===== src/common/qla_config.svh =====
// ----------------------------------------------------------
// qla configuration macros
// host address map, write field bit positions, axis count
// ----------------------------------------------------------
`ifndef QLA_CONFIG_SVH
`define QLA_CONFIG_SVH

// board size
`define QLA_NUM_CHAN        4           // motor axes on the board

// ----------------------------------------------------------
// address map
// block in addr[15:12], channel in addr[7:4], offset in addr[3:0]
// ----------------------------------------------------------
`define ADDR_MAIN           4'd0        // main register block
`define REG_STATUS          4'd0        // board status, channel 0 only
`define OFF_DAC_CTRL        4'd1        // commanded current
`define OFF_MOTOR_STATUS    4'd12       // amp control and status

// ----------------------------------------------------------
// write data fields
// ----------------------------------------------------------
// status register write
`define PWR_EN_MASK_BIT     19          // write touches power enable
`define PWR_EN_BIT          18          // new power enable value

// motor status write
`define AMP_EN_MASK_BIT     30          // write touches amp enable
`define AMP_EN_BIT          29          // new amp enable value

`endif


===== src/common/qla_pkg.sv =====
// ----------------------------------------------------------
// qla types
// host write bus, per-axis state and the dac command word
// ----------------------------------------------------------
`include "qla_config.svh"

package qla_pkg;

    // ------------------------------------------------------
    // host register bus, write side
    // ------------------------------------------------------
    typedef struct packed {
        logic [15:0] waddr;     // block/channel/offset
        logic [31:0] wdata;
        logic        wen;       // single quadlet write strobe
        logic        blk_wen;   // high during block writes
    } reg_wr_t;

    // ------------------------------------------------------
    // motor channel state
    // ------------------------------------------------------
    typedef struct packed {
        logic amp_en;           // host amp enable
        logic safety_dis;       // latched safety disable
        logic amp_ok;           // fault pin, 1 = amp on
    } motor_stat_t;

    // everything one axis exports
    typedef struct packed {
        logic [15:0] cur_cmd;   // commanded current
        motor_stat_t stat;
    } chan_out_t;

    // ------------------------------------------------------
    // dac port
    // ------------------------------------------------------
    // cur[0] is axis 1, cur[3] is axis 4
    typedef struct packed {
        logic [`QLA_NUM_CHAN-1:0][15:0] cur;
    } dac_cmd_t;

endpackage


===== src/motor/motor_channel.sv =====
// ----------------------------------------------------------
// motor channel
// one axis: commanded current, amp enable, safety latch
// ----------------------------------------------------------
`include "qla_config.svh"

module motor_channel #(
    parameter int unsigned CHANNEL = 1          // axis number, 1 to 4
) (
    input  logic               sysclk,
    input  logic               rst_n,
    input  qla_pkg::reg_wr_t   reg_wr,
    input  logic               pwr_enable,      // board power from board_regs
    input  logic               amp_fault_n,     // 1 = amp on, 0 = fault
    input  logic               wdog_timeout,
    output qla_pkg::chan_out_t chan_out,
    output logic               amp_disable,     // to amp pin, active high
    output logic               amp_cmd,         // amp enable write this cycle
    output logic               cmd_blk_wr       // block write of cur_cmd
);

    logic        chan_hit;      // write aimed at this axis
    logic        cur_wr;        // cur_cmd write
    logic        fault_trip;    // safety set condition
    logic [15:0] cur_cmd_q;
    logic        amp_en_q;
    logic        safety_dis_q;

    // ------------------------------------------------------
    // write decode
    // ------------------------------------------------------
    assign chan_hit = reg_wr.wen
                   && (reg_wr.waddr[15:12] == `ADDR_MAIN)
                   && (reg_wr.waddr[7:4] == 4'(CHANNEL));

    assign cur_wr     = chan_hit && (reg_wr.waddr[3:0] == `OFF_DAC_CTRL);
    assign cmd_blk_wr = cur_wr && reg_wr.blk_wen;    // only block writes go to dac

    // mask bit selects whether amp enable is touched at all
    assign amp_cmd = chan_hit
                  && (reg_wr.waddr[3:0] == `OFF_MOTOR_STATUS)
                  && reg_wr.wdata[`AMP_EN_MASK_BIT];

    // ------------------------------------------------------
    // registers
    // ------------------------------------------------------
    always_ff @(posedge sysclk) begin
        if (!rst_n) begin
            cur_cmd_q <= '0;        // host reads back zero after reset
        end else if (cur_wr) begin
            cur_cmd_q <= reg_wr.wdata[15:0];
        end
    end

    always_ff @(posedge sysclk) begin
        if (!rst_n) begin
            amp_en_q <= 1'b0;
        end else if (amp_cmd) begin
            amp_en_q <= reg_wr.wdata[`AMP_EN_BIT];
        end
    end

    // fault only counts while the amp is meant to be on
    assign fault_trip = (!amp_fault_n && amp_en_q) || wdog_timeout;

    // safety latch, set wins over clear
    always_ff @(posedge sysclk) begin
        if (!rst_n) begin
            safety_dis_q <= 1'b0;
        end else if (fault_trip) begin
            safety_dis_q <= 1'b1;
        end else if (amp_cmd && reg_wr.wdata[`AMP_EN_BIT]) begin
            safety_dis_q <= 1'b0;   // host re-enable clears it
        end
    end

    // ------------------------------------------------------
    // outputs
    // ------------------------------------------------------
    assign amp_disable = !(pwr_enable && amp_en_q && !safety_dis_q);

    assign chan_out.cur_cmd         = cur_cmd_q;
    assign chan_out.stat.amp_en     = amp_en_q;
    assign chan_out.stat.safety_dis = safety_dis_q;
    assign chan_out.stat.amp_ok     = amp_fault_n;   // raw pin

    // no amp may drive without board power
    a_no_pwr_no_amp : assert property (
        @(posedge sysclk) disable iff (!rst_n)
        !pwr_enable |-> amp_disable
    );

endmodule


===== src/board_regs.sv =====
// ----------------------------------------------------------
// board registers
// global status word, board power enable, watchdog clear
// ----------------------------------------------------------
`include "qla_config.svh"

module board_regs (
    input  logic                     sysclk,
    input  logic                     rst_n,
    input  qla_pkg::reg_wr_t         reg_wr,
    input  logic [3:0]               board_id,
    input  logic                     wdog_timeout,
    input  qla_pkg::motor_stat_t     chan_stat [`QLA_NUM_CHAN],
    input  logic [`QLA_NUM_CHAN-1:0] amp_cmd,       // amp enable writes
    output logic                     pwr_enable,
    output logic                     wdog_clear,    // one cycle pulse
    output logic [31:0]              status_word
);

    logic status_wr;    // write to chan 0 status reg
    logic pwr_cmd;      // power enable command

    // ------------------------------------------------------
    // write decode
    // ------------------------------------------------------
    assign status_wr = reg_wr.wen
                    && (reg_wr.waddr[15:12] == `ADDR_MAIN)
                    && (reg_wr.waddr[7:4] == 4'd0)
                    && (reg_wr.waddr[3:0] == `REG_STATUS);

    assign pwr_cmd = status_wr && reg_wr.wdata[`PWR_EN_MASK_BIT];

    // board power enable
    always_ff @(posedge sysclk) begin
        if (!rst_n) begin
            pwr_enable <= 1'b0;
        end else if (pwr_cmd) begin
            pwr_enable <= reg_wr.wdata[`PWR_EN_BIT];
        end
    end

    // any power or amp command restarts the watchdog
    always_ff @(posedge sysclk) begin
        if (!rst_n) begin
            wdog_clear <= 1'b0;
        end else begin
            wdog_clear <= pwr_cmd || (|amp_cmd);
        end
    end

    // ------------------------------------------------------
    // status word
    // ------------------------------------------------------
    always_comb begin
        status_word                = '0;
        status_word[27:24]         = board_id;
        status_word[23]            = wdog_timeout;
        status_word[`PWR_EN_BIT]   = pwr_enable;     // bit 18
        // per-axis bits, axis 1 in the low bit of each nibble
        for (int i = 0; i < `QLA_NUM_CHAN; i++) begin
            status_word[8 + i] = chan_stat[i].amp_ok;
            status_word[4 + i] = chan_stat[i].safety_dis;
            status_word[i]     = chan_stat[i].amp_en;
        end
    end

endmodule


===== src/dac_update.sv =====
// ----------------------------------------------------------
// dac update request
// holds valid from a block write until the dac takes it
// ----------------------------------------------------------
`include "qla_config.svh"

module dac_update (
    input  logic                     sysclk,
    input  logic                     rst_n,
    input  logic [`QLA_NUM_CHAN-1:0] cmd_blk_wr,   // per axis block write
    input  logic                     dac_ready,
    output logic                     dac_valid
);

    logic new_req;      // some axis got a block write
    logic xfer;         // handshake completes this edge

    assign new_req = |cmd_blk_wr;
    assign xfer    = dac_valid && dac_ready;

    // ------------------------------------------------------
    // request register
    // ------------------------------------------------------
    // data comes live from the axes, so a write while pending
    // only refreshes the payload and needs no second request
    always_ff @(posedge sysclk) begin
        if (!rst_n) begin
            dac_valid <= 1'b0;
        end else if (new_req) begin
            dac_valid <= 1'b1;      // also re-arms on the transfer edge
        end else if (xfer) begin
            dac_valid <= 1'b0;
        end
    end

    // ------------------------------------------------------
    // handshake rule
    // ------------------------------------------------------
    // valid never drops under back-pressure
    a_valid_hold : assert property (
        @(posedge sysclk) disable iff (!rst_n)
        dac_valid && !dac_ready |=> dac_valid
    );

endmodule


===== src/qla_top.sv =====
// ----------------------------------------------------------
// qla top level
// board regs, four motor axes, dac request and read mux
// ----------------------------------------------------------
`include "qla_config.svh"

module qla_top (
    input  logic                     sysclk,
    input  logic                     rst_n,
    input  logic [3:0]               board_id,      // rotary switch
    // host register bus
    input  qla_pkg::reg_wr_t         reg_wr,
    input  logic [15:0]              reg_raddr,
    output logic [31:0]              reg_rdata,
    // amplifiers and watchdog
    input  logic [`QLA_NUM_CHAN-1:0] amp_fault_n,   // 1 = amp on
    input  logic                     wdog_timeout,
    output logic                     wdog_clear,
    output logic                     pwr_enable,
    output logic [`QLA_NUM_CHAN-1:0] amp_disable,
    // dac port, valid/ready
    output qla_pkg::dac_cmd_t        dac_data,
    output logic                     dac_valid,
    input  logic                     dac_ready
);
    import qla_pkg::*;

    chan_out_t                chans     [`QLA_NUM_CHAN];
    motor_stat_t              chan_stat [`QLA_NUM_CHAN];
    logic [`QLA_NUM_CHAN-1:0] amp_cmd;      // amp enable write, per axis
    logic [`QLA_NUM_CHAN-1:0] cmd_blk_wr;   // block write of cur_cmd, per axis
    logic [31:0]              status_word;

    // ------------------------------------------------------
    // global registers, channel 0
    // ------------------------------------------------------
    board_regs u_board_regs (
        .sysclk      (sysclk),
        .rst_n       (rst_n),
        .reg_wr      (reg_wr),
        .board_id    (board_id),
        .wdog_timeout(wdog_timeout),
        .chan_stat   (chan_stat),
        .amp_cmd     (amp_cmd),
        .pwr_enable  (pwr_enable),
        .wdog_clear  (wdog_clear),
        .status_word (status_word)
    );

    // ------------------------------------------------------
    // motor axes 1..4
    // ------------------------------------------------------
    for (genvar i = 0; i < `QLA_NUM_CHAN; i++) begin : g_chan
        motor_channel #(.CHANNEL(i + 1)) u_chan (
            .sysclk      (sysclk),
            .rst_n       (rst_n),
            .reg_wr      (reg_wr),
            .pwr_enable  (pwr_enable),
            .amp_fault_n (amp_fault_n[i]),
            .wdog_timeout(wdog_timeout),
            .chan_out    (chans[i]),
            .amp_disable (amp_disable[i]),
            .amp_cmd     (amp_cmd[i]),
            .cmd_blk_wr  (cmd_blk_wr[i])
        );

        assign chan_stat[i]    = chans[i].stat;
        assign dac_data.cur[i] = chans[i].cur_cmd;   // live host command
    end

    // dac request, one outstanding at most
    dac_update u_dac_update (
        .sysclk    (sysclk),
        .rst_n     (rst_n),
        .cmd_blk_wr(cmd_blk_wr),
        .dac_ready (dac_ready),
        .dac_valid (dac_valid)
    );

    reg_read_mux u_read_mux (
        .reg_raddr  (reg_raddr),
        .status_word(status_word),
        .chans      (chans),
        .reg_rdata  (reg_rdata)
    );

endmodule


===== src/reg_read_mux.sv =====
// ----------------------------------------------------------
// register read mux
// decodes the read address, returns status or axis data
// ----------------------------------------------------------
`include "qla_config.svh"

module reg_read_mux (
    input  logic [15:0]        reg_raddr,
    input  logic [31:0]        status_word,
    input  qla_pkg::chan_out_t chans [`QLA_NUM_CHAN],
    output logic [31:0]        reg_rdata
);

    localparam int IDX_W = $clog2(`QLA_NUM_CHAN);

    logic [3:0]       blk;      // addr[15:12]
    logic [3:0]       chan;     // addr[7:4]
    logic [3:0]       off;      // addr[3:0]
    logic [IDX_W-1:0] idx;      // axis array index

    assign blk  = reg_raddr[15:12];
    assign chan = reg_raddr[7:4];
    assign off  = reg_raddr[3:0];
    assign idx  = IDX_W'(chan - 4'd1);     // axis 1 at index 0

    always_comb begin
        reg_rdata = '0;     // unmapped reads give zero
        if (blk == `ADDR_MAIN) begin
            if (chan == 4'd0) begin
                if (off == `REG_STATUS) begin
                    reg_rdata = status_word;
                end
            end else if (chan <= 4'(`QLA_NUM_CHAN)) begin
                case (off)
                    `OFF_DAC_CTRL: begin
                        reg_rdata = {16'd0, chans[idx].cur_cmd};
                    end
                    `OFF_MOTOR_STATUS: begin
                        reg_rdata[`AMP_EN_BIT] = chans[idx].stat.amp_en;
                        reg_rdata[17]          = chans[idx].stat.safety_dis;
                        reg_rdata[16]          = chans[idx].stat.amp_ok;
                    end
                    default: begin
                        reg_rdata = '0;
                    end
                endcase
            end
        end
    end

endmodule


===== config.mk =====
export PLATFORM = sky130hd
export DESIGN_NAME = qla_top
export DESIGN_NICKNAME = d
export VERILOG_FILES = /design/src/common/qla_pkg.sv /design/src/motor/motor_channel.sv /design/src/board_regs.sv /design/src/dac_update.sv /design/src/qla_top.sv /design/src/reg_read_mux.sv
export VERILOG_INCLUDE_DIRS = /design/src /design/src/common
export SDC_FILE = /design/constraint.sdc
export NUM_CORES = 1
export LEC_CHECK = 0
export ABC_CLOCK_PERIOD_IN_PS = 4400
export BUFFER_PORTS_ARGS = -buffer_cell sky130_fd_sc_hd__buf_4
export CAP_MARGIN = 20
export CORE_MARGIN = 3
export CORE_UTILIZATION = 50
export DETAILED_ROUTE_END_ITERATION = 7
export PLACE_DENSITY_LB_ADDON = 0.15
export SYNTH_ARGS = -nofsm -noshare
export SYNTH_HDL_FRONTEND = slang
export SYNTH_HIERARCHICAL = 1
export SYNTH_SLANG_ARGS = --single-unit

===== constraint.sdc =====
create_clock -name sysclk -period 4.4 [get_ports sysclk]
set_input_delay 0.66 -clock sysclk [delete_from_list [all_inputs] [get_ports sysclk]]
set_output_delay 0.66 -clock sysclk [all_outputs]
set_load 0.01 [all_outputs]

==> flow_metrics.py <==
metrics = {
    "power": {
        "power_mw": 1.38,
        "powerDensity_nw_per_um2": 236,
        "leakage_nw": 2.32,
        "ir_worst_vdd_v": 0.000138,
    },
    "worst_setup_path": {
        "reg2reg_from": "g_chan[1].u_chan/amp_en_q",
        "crit_path_end": "reg_rdata[12]",
        "worstPathArrival_ns": 2.55,
        "start_kind": "input port",
        "required_ns": 3.74,
        "startpoint": "reg_raddr[4]",
        "crit_path_end_kind": "output port",
        "ff2ff_setup_slack_ns": 3.43,
        "worstSetupPathType": "in -> out",
        "r2r_end": "g_chan[1].u_chan/safety_dis_q",
        "path_max_fanout": 15,
        "rr_worst_depth": 3,
    },
    "global_routing": {
        "gr-total-overflow": 0,
        "grt_max_degree": 104,
        "first_global_vias": 4008,
        "grtUsageTotal_pct": 23.5,
        "antenna_found_initial": 0,
        "grt_pass1_wl_mm": 20.8,
    },
    "final_layout": {
        "nNetsFinal": 718,
        "layout.cell_area.non_filler_um2": 5870,
        "utilization_pct": 65.3,
        "drive_above_1_share_pct": 36.2,
        "diodes": 0,
        "syn_to_final_growth_pct": 23.4,
        "final_cell_mix": "buf_4, nand2_1, dfxtp_1",
        "fillers": 754,
        "final_common_cell": "buf_4",
        "finalNonFillerCells": 769,
    },
    "timing": {
        "fin_skew_ns": 0.00439,
        "max_freq_mhz": 312,
        "slew_headroom_pct": 33.3,
        "holdWs_ns": 0.477,
        "setup_violations": 0,
        "finalCritPeriodShare_pct": 72.8,
        "fin_crit_ns": 3.21,
        "slew_viol_final": 0,
        "setup_tns_ns": 0,
        "finalHoldViolCount": 0,
        "setup_slack_ns": 1.19,
        "worstMarginPinSlew_ns": 0.996,
        "rsz0062_at_grt": "no",
    },
    "yosys": {
        "synth_edf_count": 0,
        "synth_top_cell_area_share_pct": 31.6,
        "postSynthCellCount": 529,
        "async_flop_share_pct": 0,
        "ys_types": 45,
        "synth_area_leaders": "dfxtp_1, mux2i_1, nand2_1, mux4_2, buf_4",
        "ys_seq_elements": 75,
        "netlist_area_um2": 4750,
        "synth_top_cell_by_area": "dfxtp_1",
        "ys_seq_area_share_pct": 31.6,
        "ys.flop_type": "dfxtp_1",
        "ys.warnings.count": 6,
        "syn_area_per_cell_um2": 8.99,
    },
    "floorplanning": {
        "coreArea_um2": 8980,
        "initial_utilization_pct": 53.0,
        "rows": 34,
        "boundaryPins": 181,
        "fp.dieH_um": 104,
        "die_area_um2": 10700,
        "die_w_um": 104,
    },
    "clock_tree": {
        "htreeDepth": 3,
        "cts_resized": 0,
        "cts_sinks": 75,
        "clk_latency_ns": 0.34,
        "hold_buffers": 0,
        "cts_tree": "built",
        "clk_path_buf_depth": 2,
        "clkSlewWorstSetupHoldPaths_ns": 0.08,
        "cts-buffers-inserted": 9,
        "postCtsSetupRepairBufs": 0,
        "cts_root_buf": "clkbuf_8",
    },
    "job": {
        "cap_violations": 0,
    },
    "route": {
        "vias": 4157,
        "drc_errors": 0,
        "drtAntennaViolNets": 0,
        "first_pass_iters": 4,
        "via_per_inst": 5.41,
        "drt_wl_total_mm": 12.9,
        "avgRoutedWirePerCell_um": 16.8,
        "drt-initial-drc-count": 227,
    },
    "placed_design": {
        "port_buffers": 153,
        "placed_cells": 754,
        "dp_slack_ns": 1.20,
        "placed_area_um2": 5680,
        "hpwl_mm": 9.41,
        "place_congestion": 0.836,
    },
    "run_status": {
        "status": "finished, final reports clean",
    },
    "min_path": {
        "hp-class": "reg -> reg",
    },
}
==> critical path, cell delays in order <==
cell	delay (ns)
buf_4	0.08
inv_1	0.03
ha_1	0.78
buf_4	0.28
mux4_2	0.33
nand3_1	0.12
a21oi_1	0.07
buf_4	0.18
==> worst min path at each step <==
stage                                   start                        endpoint  slack [ns]  cells past startpoint
6_report        g_chan[0].u_chan/cur_cmd_q[8]   g_chan[0].u_chan/cur_cmd_q[8]        0.48                      2
5_1_grt         g_chan[2].u_chan/cur_cmd_q[7]   g_chan[2].u_chan/cur_cmd_q[7]        0.50                      2
4_1_cts        g_chan[1].u_chan/cur_cmd_q[13]  g_chan[1].u_chan/cur_cmd_q[13]        0.48                      2
3_5_place_dp   g_chan[1].u_chan/cur_cmd_q[13]  g_chan[1].u_chan/cur_cmd_q[13]        0.46                      2
3_3_place_gp   g_chan[3].u_chan/cur_cmd_q[10]  g_chan[3].u_chan/cur_cmd_q[10]        0.45                      2
2_1_floorplan       g_chan[0].u_chan/amp_en_q       g_chan[0].u_chan/amp_en_q        0.46                      2
==> power by group <==
group | switching, mW | internal (mW) | leakage (nW)
registers | 0.00290 | 0.681 | 0.605
clock network | 0.272 | 0.261 | 0.0994
logic | 0.0945 | 0.0731 | 1.61
total | 0.369 | 1.02 | 2.32
==> Yosys cell counts (5+ instances only) <==
master	n
dfxtp_1	75
nor3_1	8
a21oi_1	16
clkbuf_1	19
nand2_1	138
nand4b_1	6
or4_4	5
buf_4	45
mux2i_1	69
nor2b_1	5
and2_2	12
nand3_1	32
buf_6	6
nor2_1	6
mux4_2	19
nor4_4	5
nor4_1	6
==> flip-flops by register name, summed over array words and instances (netlist names) <==
signal and cells:
u_board_regs/pwr_enable 1, u_dac_update/dac_valid 1, g_chan.u_chan/cur_cmd_q 64, u_board_regs/wdog_clear 1
g_chan.u_chan/amp_en_q 4, g_chan.u_chan/safety_dis_q 4
==> metal layers <==
layer	global-route usage, %	part of all wire, %
met5	0	0
met4	6.08	1.2
met3	6.28	7.9
met2	38.6	47
met1	30.7	44
==> cells by family after synthesis <==
group           synth area share, %
compound gates                 3.74
mux                            23.5
simple gates                   29.9
buf+inv                        10.7
flops                          31.6
fa+ha+maj                     0.263
xor+xnor                      0.184
other cells                  0.0789
==> area by class of cell <==
| cell class | count | area (um2) | share of cell area [%] |
|---|---|---|---|
| Multi-Input combinational cell | 390 | 2800 | 47.7 |
| Sequential cell | 75 | 1500 | 25.6 |
| Timing Repair Buffer | 161 | 1210 | 20.6 |
| Tap cell | 126 | 158 | 2.69 |
| Clock buffer | 9 | 124 | 2.11 |
| Clock inverter | 6 | 66.3 | 1.13 |
| Inverter | 2 | 7.51 | 0.128 |
Note: power is estimated with default switching activity, not from simulation.
